<file path="config.mk">
export PLATFORM = sky130hd
export DESIGN_NAME = eeprom_ctrl_top
export DESIGN_NICKNAME = d
export VERILOG_FILES = /design/src/apb_pkg.sv /design/src/eeprom_pkg.sv /design/src/eeprom_apb_regs.sv /design/src/eeprom_ctrl_top.sv /design/src/eeprom_sequencer.sv /design/src/i2c_bit_engine.sv
export VERILOG_INCLUDE_DIRS = /design/src /design/src/include
export SDC_FILE = /design/constraint.sdc
export NUM_CORES = 1
export LEC_CHECK = 0
export BUFFER_PORTS_ARGS = -buffer_cell sky130_fd_sc_hd__buf_2
export CAP_MARGIN = 0
export CORE_MARGIN = 2
export CORE_UTILIZATION = 55
export DETAILED_ROUTE_END_ITERATION = 12
export PLACE_DENSITY = 0.79
export SLEW_MARGIN = 20
export SYNTH_ARGS = -nofsm -noshare
export SYNTH_HDL_FRONTEND = slang
export SYNTH_SLANG_ARGS = --single-unit
</file>
<file path="constraint.sdc">
create_clock -name CLK -period 4.4 [get_ports CLK]
set_input_delay 0.88 -clock CLK [delete_from_list [all_inputs] [get_ports CLK]]
set_output_delay 0.88 -clock CLK [all_outputs]
set_load 0.02 [all_outputs]
</file>
<file path="src/include/eeprom_params.svh">
`ifndef EEPROM_PARAMS_SVH
`define EEPROM_PARAMS_SVH

// apb register offsets fit in 4 bits
`define APB_ADDR_W 4

// 2 Kbyte part, top 3 bits go to the select byte
`define EEPROM_ADDR_W 11

// CLK cycles per quarter of an SCL period
`define SCL_QDIV 4

`endif

</file>
<file path="src/apb_pkg.sv">
`default_nettype none
`include "eeprom_params.svh"

package apb_pkg;

    // host side request, sampled in the access phase
    typedef struct packed
    {
        logic                   psel;
        logic                   penable;
        logic                   pwrite;
        logic [`APB_ADDR_W-1:0] paddr;
        logic [31:0]            pwdata;
    } apb_req_t;

    typedef struct packed
    {
        logic [31:0] prdata;
        logic        pready;
        logic        pslverr;  // refused command
    } apb_rsp_t;

endpackage

`default_nettype wire

</file>
<file path="src/eeprom_pkg.sv">
`default_nettype none
`include "eeprom_params.svh"

package eeprom_pkg;

    // one host transaction
    typedef struct packed
    {
        logic                      rw;     // 1 = read
        logic [`EEPROM_ADDR_W-1:0] addr;
        logic [7:0]                wdata;
    } eeprom_xact_t;

    // device select byte as sent on the wire
    typedef struct packed
    {
        logic [3:0] dev_type;
        logic [2:0] block;   // byte address bits 10:8
        logic       rw;
    } sel_byte_t;

    typedef union packed
    {
        logic [7:0] raw;
        sel_byte_t  sel;
    } eeprom_byte_u;

    typedef enum logic [1:0]
    {
        OP_START,
        OP_STOP,
        OP_WRITE,
        OP_READ
    } bus_op_e;

    typedef struct packed
    {
        bus_op_e      op;
        eeprom_byte_u data;
        logic         master_nack;  // ack level driven after OP_READ
    } bus_cmd_t;

    typedef struct packed
    {
        logic [7:0] rdata;
        logic       slave_nack;  // ack bit seen after OP_WRITE
    } bus_rsp_t;

    typedef struct packed
    {
        logic       busy;
        logic       done;
        logic       nack;
        logic [7:0] rdata;
    } xact_status_t;

endpackage

`default_nettype wire

</file>
<file path="src/eeprom_apb_regs.sv">
`timescale 1ns/10ps
`default_nettype none
`include "eeprom_params.svh"

module eeprom_apb_regs
(
    input  wire                            CLK,
    input  wire                            RESET,
    input  wire apb_pkg::apb_req_t         apb_req,
    output apb_pkg::apb_rsp_t              apb_rsp,
    output logic                           xact_valid,
    output eeprom_pkg::eeprom_xact_t       xact,
    input  wire eeprom_pkg::xact_status_t  status
);

    localparam logic [`APB_ADDR_W-1:0] reg_cmd    = 'h0;
    localparam logic [`APB_ADDR_W-1:0] reg_wdata  = 'h4;
    localparam logic [`APB_ADDR_W-1:0] reg_rdata  = 'h8;
    localparam logic [`APB_ADDR_W-1:0] reg_status = 'hC;

    logic       acc_wr;
    logic       cmd_wr;
    logic       busy;
    logic [7:0] wdata_q;

    assign acc_wr = apb_req.psel && apb_req.penable && apb_req.pwrite;
    assign cmd_wr = acc_wr && apb_req.paddr == reg_cmd;

    // command handed over but not yet taken by the sequencer
    assign busy = status.busy || xact_valid;

    always_ff @(posedge CLK)
    begin
        if (RESET)
        begin
            xact_valid <= 1'b0;
            wdata_q    <= 8'h00;
        end
        else
        begin
            xact_valid <= cmd_wr && !busy;
            if (acc_wr && apb_req.paddr == reg_wdata)
                wdata_q <= apb_req.pwdata[7:0];
        end
    end

    always_ff @(posedge CLK)
    begin
        if (cmd_wr && !busy)
        begin
            xact.rw    <= apb_req.pwdata[0];
            xact.addr  <= apb_req.pwdata[8 +: `EEPROM_ADDR_W];
            xact.wdata <= wdata_q;
        end
    end

    always_comb
    begin
        apb_rsp.prdata  = 32'h0;
        apb_rsp.pready  = 1'b1;  // no wait states
        apb_rsp.pslverr = cmd_wr && busy;
        if (apb_req.psel && !apb_req.pwrite)
        begin
            case (apb_req.paddr)
                reg_wdata:
                    apb_rsp.prdata = {24'h0, wdata_q};
                reg_rdata:
                    apb_rsp.prdata = {24'h0, status.rdata};
                reg_status:
                begin
                    // old done/nack are stale once a command is queued
                    apb_rsp.prdata = {29'h0,
                                      status.nack && !xact_valid,
                                      status.done && !xact_valid,
                                      busy};
                end
                default:
                    apb_rsp.prdata = 32'h0;
            endcase
        end
    end

endmodule

`default_nettype wire

</file>
<file path="src/eeprom_ctrl_top.sv">
`timescale 1ns/10ps
`default_nettype none

module eeprom_ctrl_top
(
    input  wire                     CLK,
    input  wire                     RESET,
    input  wire apb_pkg::apb_req_t  apb_req,
    output apb_pkg::apb_rsp_t       apb_rsp,
    output logic                    scl,
    output logic                    sda_oe,
    input  wire                     sda_in
);

    import eeprom_pkg::*;

    logic         xact_valid;
    eeprom_xact_t xact;
    xact_status_t status;
    logic         cmd_valid;
    bus_cmd_t     cmd;
    logic         cmd_ready;
    logic         step_done;
    bus_rsp_t     rsp;

    eeprom_apb_regs i_regs
    (
        .CLK        (CLK),
        .RESET      (RESET),
        .apb_req    (apb_req),
        .apb_rsp    (apb_rsp),
        .xact_valid (xact_valid),
        .xact       (xact),
        .status     (status)
    );

    eeprom_sequencer i_seq
    (
        .CLK        (CLK),
        .RESET      (RESET),
        .xact_valid (xact_valid),
        .xact       (xact),
        .status     (status),
        .cmd_valid  (cmd_valid),
        .cmd        (cmd),
        .cmd_ready  (cmd_ready),
        .step_done  (step_done),
        .rsp        (rsp)
    );

    i2c_bit_engine i_engine
    (
        .CLK        (CLK),
        .RESET      (RESET),
        .cmd_valid  (cmd_valid),
        .cmd        (cmd),
        .cmd_ready  (cmd_ready),
        .step_done  (step_done),
        .rsp        (rsp),
        .scl        (scl),
        .sda_oe     (sda_oe),
        .sda_in     (sda_in)
    );

endmodule

`default_nettype wire

</file>
<file path="src/eeprom_sequencer.sv">
`timescale 1ns/10ps
`default_nettype none
`include "eeprom_params.svh"

module eeprom_sequencer
(
    input  wire                            CLK,
    input  wire                            RESET,
    input  wire                            xact_valid,
    input  wire eeprom_pkg::eeprom_xact_t  xact,
    output eeprom_pkg::xact_status_t       status,
    output logic                           cmd_valid,
    output eeprom_pkg::bus_cmd_t           cmd,
    input  wire                            cmd_ready,
    input  wire                            step_done,
    input  wire eeprom_pkg::bus_rsp_t      rsp
);

    import eeprom_pkg::*;

    // one-hot bus phases
    typedef enum logic [9:0]
    {
        s_idle    = 10'b00_0000_0001,
        s_start   = 10'b00_0000_0010,
        s_ctrl_wr = 10'b00_0000_0100,
        s_addr    = 10'b00_0000_1000,
        s_data    = 10'b00_0001_0000,
        s_restart = 10'b00_0010_0000,
        s_ctrl_rd = 10'b00_0100_0000,
        s_data_rd = 10'b00_1000_0000,
        s_stop    = 10'b01_0000_0000,
        s_finish  = 10'b10_0000_0000
    } phase_e;

    phase_e       state;
    phase_e       state_nxt;
    eeprom_xact_t xact_q;
    eeprom_byte_u sel_byte;
    logic         byte_nack;
    logic         done_q;
    logic         nack_q;
    logic [7:0]   rdata_q;

    assign byte_nack = cmd.op == OP_WRITE && rsp.slave_nack;

    always_comb
    begin
        case (state)
            s_start:   state_nxt = s_ctrl_wr;
            s_ctrl_wr: state_nxt = s_addr;
            s_addr:    state_nxt = xact_q.rw ? s_restart : s_data;
            s_data:    state_nxt = s_stop;
            s_restart: state_nxt = s_ctrl_rd;
            s_ctrl_rd: state_nxt = s_data_rd;
            s_data_rd: state_nxt = s_stop;
            s_stop:    state_nxt = s_finish;
            default:   state_nxt = s_idle;
        endcase
        if (byte_nack)
            state_nxt = s_stop;  // device refused, release the bus
    end

    always_ff @(posedge CLK)
    begin
        if (RESET)
        begin
            state     <= s_idle;
            cmd_valid <= 1'b0;
            done_q    <= 1'b0;
            nack_q    <= 1'b0;
            rdata_q   <= 8'h00;
        end
        else
        begin
            if (cmd_valid && cmd_ready)
                cmd_valid <= 1'b0;
            case (state)
                s_idle:
                begin
                    if (xact_valid)
                    begin
                        state     <= s_start;
                        cmd_valid <= 1'b1;
                        done_q    <= 1'b0;
                        nack_q    <= 1'b0;
                    end
                end
                s_finish:
                begin
                    state  <= s_idle;
                    done_q <= 1'b1;
                end
                default:
                begin
                    if (step_done)
                    begin
                        state     <= state_nxt;
                        cmd_valid <= state_nxt != s_finish;
                        if (byte_nack)
                            nack_q <= 1'b1;
                        if (state == s_data_rd)
                            rdata_q <= rsp.rdata;
                    end
                end
            endcase
        end
    end

    always_ff @(posedge CLK)
    begin
        if (state == s_idle && xact_valid)
            xact_q <= xact;
    end

    always_comb
    begin
        sel_byte.sel.dev_type = 4'b1010;
        sel_byte.sel.block    = xact_q.addr[`EEPROM_ADDR_W-1:8];
        sel_byte.sel.rw       = state == s_ctrl_rd;
    end

    always_comb
    begin
        cmd.op          = OP_STOP;
        cmd.data.raw    = 8'h00;
        cmd.master_nack = 1'b1;  // single byte read ends with nack
        case (state)
            s_start, s_restart:
                cmd.op = OP_START;
            s_ctrl_wr, s_ctrl_rd:
            begin
                cmd.op   = OP_WRITE;
                cmd.data = sel_byte;
            end
            s_addr:
            begin
                cmd.op       = OP_WRITE;
                cmd.data.raw = xact_q.addr[7:0];
            end
            s_data:
            begin
                cmd.op       = OP_WRITE;
                cmd.data.raw = xact_q.wdata;
            end
            s_data_rd:
                cmd.op = OP_READ;
            default:
                cmd.op = OP_STOP;
        endcase
    end

    assign status.busy  = state != s_idle;
    assign status.done  = done_q;
    assign status.nack  = nack_q;
    assign status.rdata = rdata_q;

endmodule

`default_nettype wire

</file>
<file path="src/i2c_bit_engine.sv">
`timescale 1ns/10ps
`default_nettype none
`include "eeprom_params.svh"

module i2c_bit_engine
(
    input  wire                         CLK,
    input  wire                         RESET,
    input  wire                         cmd_valid,
    input  wire eeprom_pkg::bus_cmd_t   cmd,
    output logic                        cmd_ready,
    output logic                        step_done,
    output eeprom_pkg::bus_rsp_t        rsp,
    output logic                        scl,
    output logic                        sda_oe,
    input  wire                         sda_in
);

    import eeprom_pkg::*;

    localparam int qcnt_w = $clog2(`SCL_QDIV);
    localparam logic [qcnt_w-1:0] qcnt_last = qcnt_w'(`SCL_QDIV - 1);

    logic              busy;
    logic [qcnt_w-1:0] qcnt;
    logic [1:0]        phase;   // 0 low, 1 rise, 2 high, 3 low
    logic [3:0]        bitcnt;  // 8 is the ack slot
    logic              tick;
    logic              last_bit;
    bus_op_e           op_q;
    logic [7:0]        shreg;
    logic              mnack_q;
    logic              ack_q;
    logic              scl_lvl;
    logic              oe_lvl;

    assign tick      = qcnt == qcnt_last;
    assign last_bit  = op_q == OP_START || op_q == OP_STOP || bitcnt == 4'd8;
    assign cmd_ready = !busy;

    always_comb
    begin
        scl_lvl = phase == 2'd1 || phase == 2'd2;
        oe_lvl  = 1'b0;
        case (op_q)
            OP_START:
                oe_lvl = phase[1];  // sda falls while scl high
            OP_STOP:
            begin
                scl_lvl = phase != 2'd0;
                oe_lvl  = !phase[1];  // sda rises while scl high
            end
            OP_WRITE:
                oe_lvl = bitcnt == 4'd8 ? 1'b0 : !shreg[7];
            OP_READ:
                oe_lvl = bitcnt == 4'd8 ? !mnack_q : 1'b0;
            default:
                oe_lvl = 1'b0;
        endcase
    end

    always_ff @(posedge CLK)
    begin
        if (RESET)
        begin
            busy      <= 1'b0;
            step_done <= 1'b0;
            qcnt      <= '0;
            phase     <= 2'd0;
            bitcnt    <= 4'd0;
            scl       <= 1'b1;  // bus released
            sda_oe    <= 1'b0;
        end
        else
        begin
            step_done <= 1'b0;
            if (!busy)
            begin
                if (cmd_valid)
                begin
                    busy   <= 1'b1;
                    qcnt   <= '0;
                    phase  <= 2'd0;
                    bitcnt <= 4'd0;
                end
            end
            else
            begin
                scl    <= scl_lvl;
                sda_oe <= oe_lvl;
                qcnt   <= tick ? '0 : qcnt + 1'b1;
                if (tick)
                begin
                    phase <= phase + 2'd1;
                    if (phase == 2'd3)
                    begin
                        bitcnt <= bitcnt + 4'd1;
                        if (last_bit)
                        begin
                            busy      <= 1'b0;
                            step_done <= 1'b1;
                        end
                    end
                end
            end
        end
    end

    always_ff @(posedge CLK)
    begin
        if (!busy && cmd_valid)
        begin
            op_q    <= cmd.op;
            shreg   <= cmd.data.raw;
            mnack_q <= cmd.master_nack;
        end
        else if (busy && tick)
        begin
            // sample at the end of the rising quarter
            if (op_q == OP_READ && phase == 2'd1 && bitcnt < 4'd8)
                shreg <= {shreg[6:0], sda_in};
            if (op_q == OP_WRITE && phase == 2'd1 && bitcnt == 4'd8)
                ack_q <= sda_in;
            if (op_q == OP_WRITE && phase == 2'd3)
                shreg <= {shreg[6:0], 1'b0};  // msb first
        end
    end

    assign rsp.rdata      = shreg;
    assign rsp.slave_nack = ack_q;

endmodule

`default_nettype wire

</file>
==> results.yml <==
status:
  outcome: "completed"
critical_path:
  critPathKind: "flip-flop to output pin"
  startpoint: "i_seq.state[2]$_SDFFE_PP0P_"
  worstPathArrival_ns: 2.51
  cp-end-kind: "output pin"
  r2r_start: "i_seq.state[2]$_SDFFE_PP0P_"
  startpoint_type: "flip-flop"
  required_ns: 3.52
  cp_max_fo: 11
sta:
  finalCritPeriodShare_pct: 77.1
  finalClockSkew_ns: 0.00783
  rsz0062_at_grt: "false"
  tightest_slew_ns: 0.773
  period_needed_ns: 3.39
  slew_viol_final: 0
  tns_ns: 0
  clock.fmax_ghz: 0.295
  finalSetupViolCount: 0
  hold_viol: 0
  relSlewSlack_pct: 48.3
power_and_ir_drop:
  power.leakage_nw: 1.64
  p_clk_share_pct: 36.7
  finalPower_mw: 1.52
  switchingPower_uw: 375
  combPwrFrac_pct: 3.4
  power.share.switching_pct: 24.6
  power_frac_seq_pct: 59.8
  p_per_area_nw_per_um2: 336
  power.internal_mw: 1.15
  ir_drop_mv: 0.230
synth:
  synthCells: 384
  synthSimpleGateAreaFrac_pct: 16.8
  synth_top_area_share_pct: 36.7
  ys_ff_latch: 93
  synth_edf_count: 51
  synth_cell_type_count: 56
  synthXorXnorAreaFrac_pct: 1.47
  synth_area_leaders: "edfxtp_1, dfxtp_1, buf_4, mux2i_1, nor2_1"
  synth.area.mux_share_pct: 4.35
  yosysSeqAreaShare_pct: 56.8
  synthFlopType: "edfxtp_1"
  synthAdderAreaFrac_pct: 1.80
  netlist_area_um2: 4180
  synth_top_family_by_area: "simple AND/OR/NAND/NOR gates"
  synth-compound-area-share_pct: 10.8
  synth_area_leader_cell: "edfxtp_1"
  syn_area_per_cell_um2: 10.9
  yosysWarnings: 0
  synthArstFlopShare_pct: 0
floorplan:
  ios: 78
  start_util_pct: 57.3
  dieHeight_um: 91.1
  fp.dieW_um: 91.1
  rows: 31
  core-area_um2: 7290
  die_area_um2: 8300
route:
  met3_length_um: 485
  met2_length_um: 4130
  drcViolationCount: 0
  first_pass_iters: 5
  wl_met1_um: 3520
  vias: 2905
  topRoutingLayerUsed: "met4"
  dr.first_iter.drc_count: 189
  wl_per_cell_um: 15.9
  viasPerCell: 5.61
  ant_nets: 0
  wl_um: 8250
cts:
  insertion_delay_ns: 0.37
  cts_tree: "done"
  cts_setup_buffers: 0
  clockBufferDepth: 2
  cts_buffers: 9
  clk_pin_slew_worst_paths_ns: 0.10
  htreeDepth: 3
  root_buffer: "clkbuf_8"
  cts_sinks: 93
  ctsHoldBuffers: 0
  cts-resized-gates: 0
grt:
  track_usage_pct: 20.1
  first_global_vias: 2649
  antenna_found_initial: 0
  grt_pass1_wl_um: 13000
  grt_start_max_net_pins: 36
  overflow: 0
final_layout:
  final_nets: 462
  drive_gt1_share_pct: 16.9
  antennaDiodeCount: 0
  multiInputGateArea_um2: 1570
  ff_latch_area_um2: 2370
  syn_to_final_growth_pct: 8.51
  fillerInstances: 600
placed_design:
  port_buffers: 39
  dp_hpwl_um: 5780
  gp_congestion: 0.915
job:
  drv_cap: 0
hold_path:
  hold_class: "flip-flop to flip-flop"
  hp-start: "i_regs.xact[5]$_DFFE_PP_"
sequential cells by signal, summed over array words and instances, names as in the netlist, 2 cells and up:
signal	cells
i_engine.qcnt	2
i_engine.shreg	8
i_regs.xact	20
i_engine.bitcnt	4
i_seq.state	10
i_seq.rdata_q	8
i_seq.xact_q	17
i_seq.sel_byte	3
i_regs.wdata_q	8
i_engine.phase	2
i_engine.op_q	2
logic make-up (layout without fill, tap and decap cells):
logic type,Yosys count,in the layout
AOI/OAI and AO/OA,69,69
xor gates and xnor gates,7,7
adders and majority gates,6,6
buffers and inverters,58,70
DFF,93,93
muxes,18,18
other,2,25
and+or+nand+nor,131,131
metal layers:
metal	vias to the layer above	track usage (%)
met5	-	0
met3	14	3.15
met2	121	34.2
met1	1365	25.6
li1	1405	-
met4	0	8.08
layout make-up:
class | instances | share of cell area, %
well taps | 99 | 2.73
flip-flops and latches | 93 | 52.4
inverters | 12 | 0.994
clock buffers | 9 | 2.73
repair buffers | 42 | 4.81
clock inverters | 7 | 1.74
multi-input cells | 256 | 34.6
critical path, cell delays in order (launching register included):
cell	delay, ns
dfxtp_1	0.46
or4_4	0.59
nor4_1	0.57
nand2_1	0.11
o211ai_1	0.11
a21oi_1	0.11
buf_2	0.21
path summary, 6_finish.rpt:
path              slack [ns]  cells past startpoint                         to
hold / removal          0.43                      0  i_seq.xact_q[5]$_DFFE_PP_
hold reg to reg         0.43                      0  i_seq.xact_q[5]$_DFFE_PP_
setup / recovery        1.01                      6                 apb_rsp[2]
setup reg to reg        1.83                      4  i_seq.xact_q[6]$_DFFE_PP_
stage by stage:
stage	util (%)	setup WS [ns]	hold WS [ns]	cell area, um2	std cells
after detailed placement	59.4	1.18	0.405	4330	502
after CTS	62.1	1.02	0.429	4530	518
after global routing	62.1	0.882	0.433	4530	518
after global placement	59.4	1.21	0.401	4330	502
after floorplan	-	1.20	0.400	4260	407
final	62.1	1.01	0.426	4530	518
power by group through the flow:
stage                     logic (mW)  clock network (mW)  registers [mW]
after detailed placement      0.0517                   0           0.931
after global routing          0.0568               0.598           0.911
after CTS                     0.0518               0.573           0.911
after floorplan               0.0503                   0           0.930
final                         0.0524               0.560           0.911
after global placement        0.0503                   0           0.930
layout by cell type (no fill, tap or decap), types with 2 or more instances in the layout:
cell type	Yosys	final
o21ai_0	19	18
or3_1	2	2
a221oi_1	3	3
nand3_1	13	13
nand4b_1	3	3
mux2i_1	17	17
dfxtp_1	42	42
nor3b_1	4	4
ha_1	6	6
xor2_1	5	5
nor2_1	42	42
buf_4	26	3
edfxtp_1	51	51
nand3b_1	3	3
nand2_1	27	27
clkinv_4	0	2
a311oi_1	2	2
clkbuf_8	0	9
nor3_1	8	7
xnor2_1	2	2
nand2b_1	4	4
a211oi_1	2	2
nor4_1	6	6
a21oi_1	20	20
a22oi_1	10	10
nand4_1	2	2
clkinv_8	0	2
a22o_1	3	3
buf_2	8	39
nor3_2	1	2
conb_1	2	25
inv_1	12	12
nor4b_1	2	2
inv_6	0	2
cells in the mapped netlist, drive strengths merged, types with 2 or more instances:
library cell  count
edfxtp           51
dfxtp            42
nor2             42
buf              34
nand2            27
a21oi            20
o21ai            19
mux2i            17
nand3            13
clkbuf           12
inv              12
a22oi            10
nor3              9
nor4              8
ha                6
xor2              5
nand2b            4
nor3b             4
a221oi            3
a22o              3
nand3b            3
nand4b            3
nor4b             3
or3               3
a211oi            2
a311oi            2
a31o              2
conb              2
nand4             2
or2               2
or4               2
xnor2             2
Note: power is estimated with default switching activity, not from simulation.
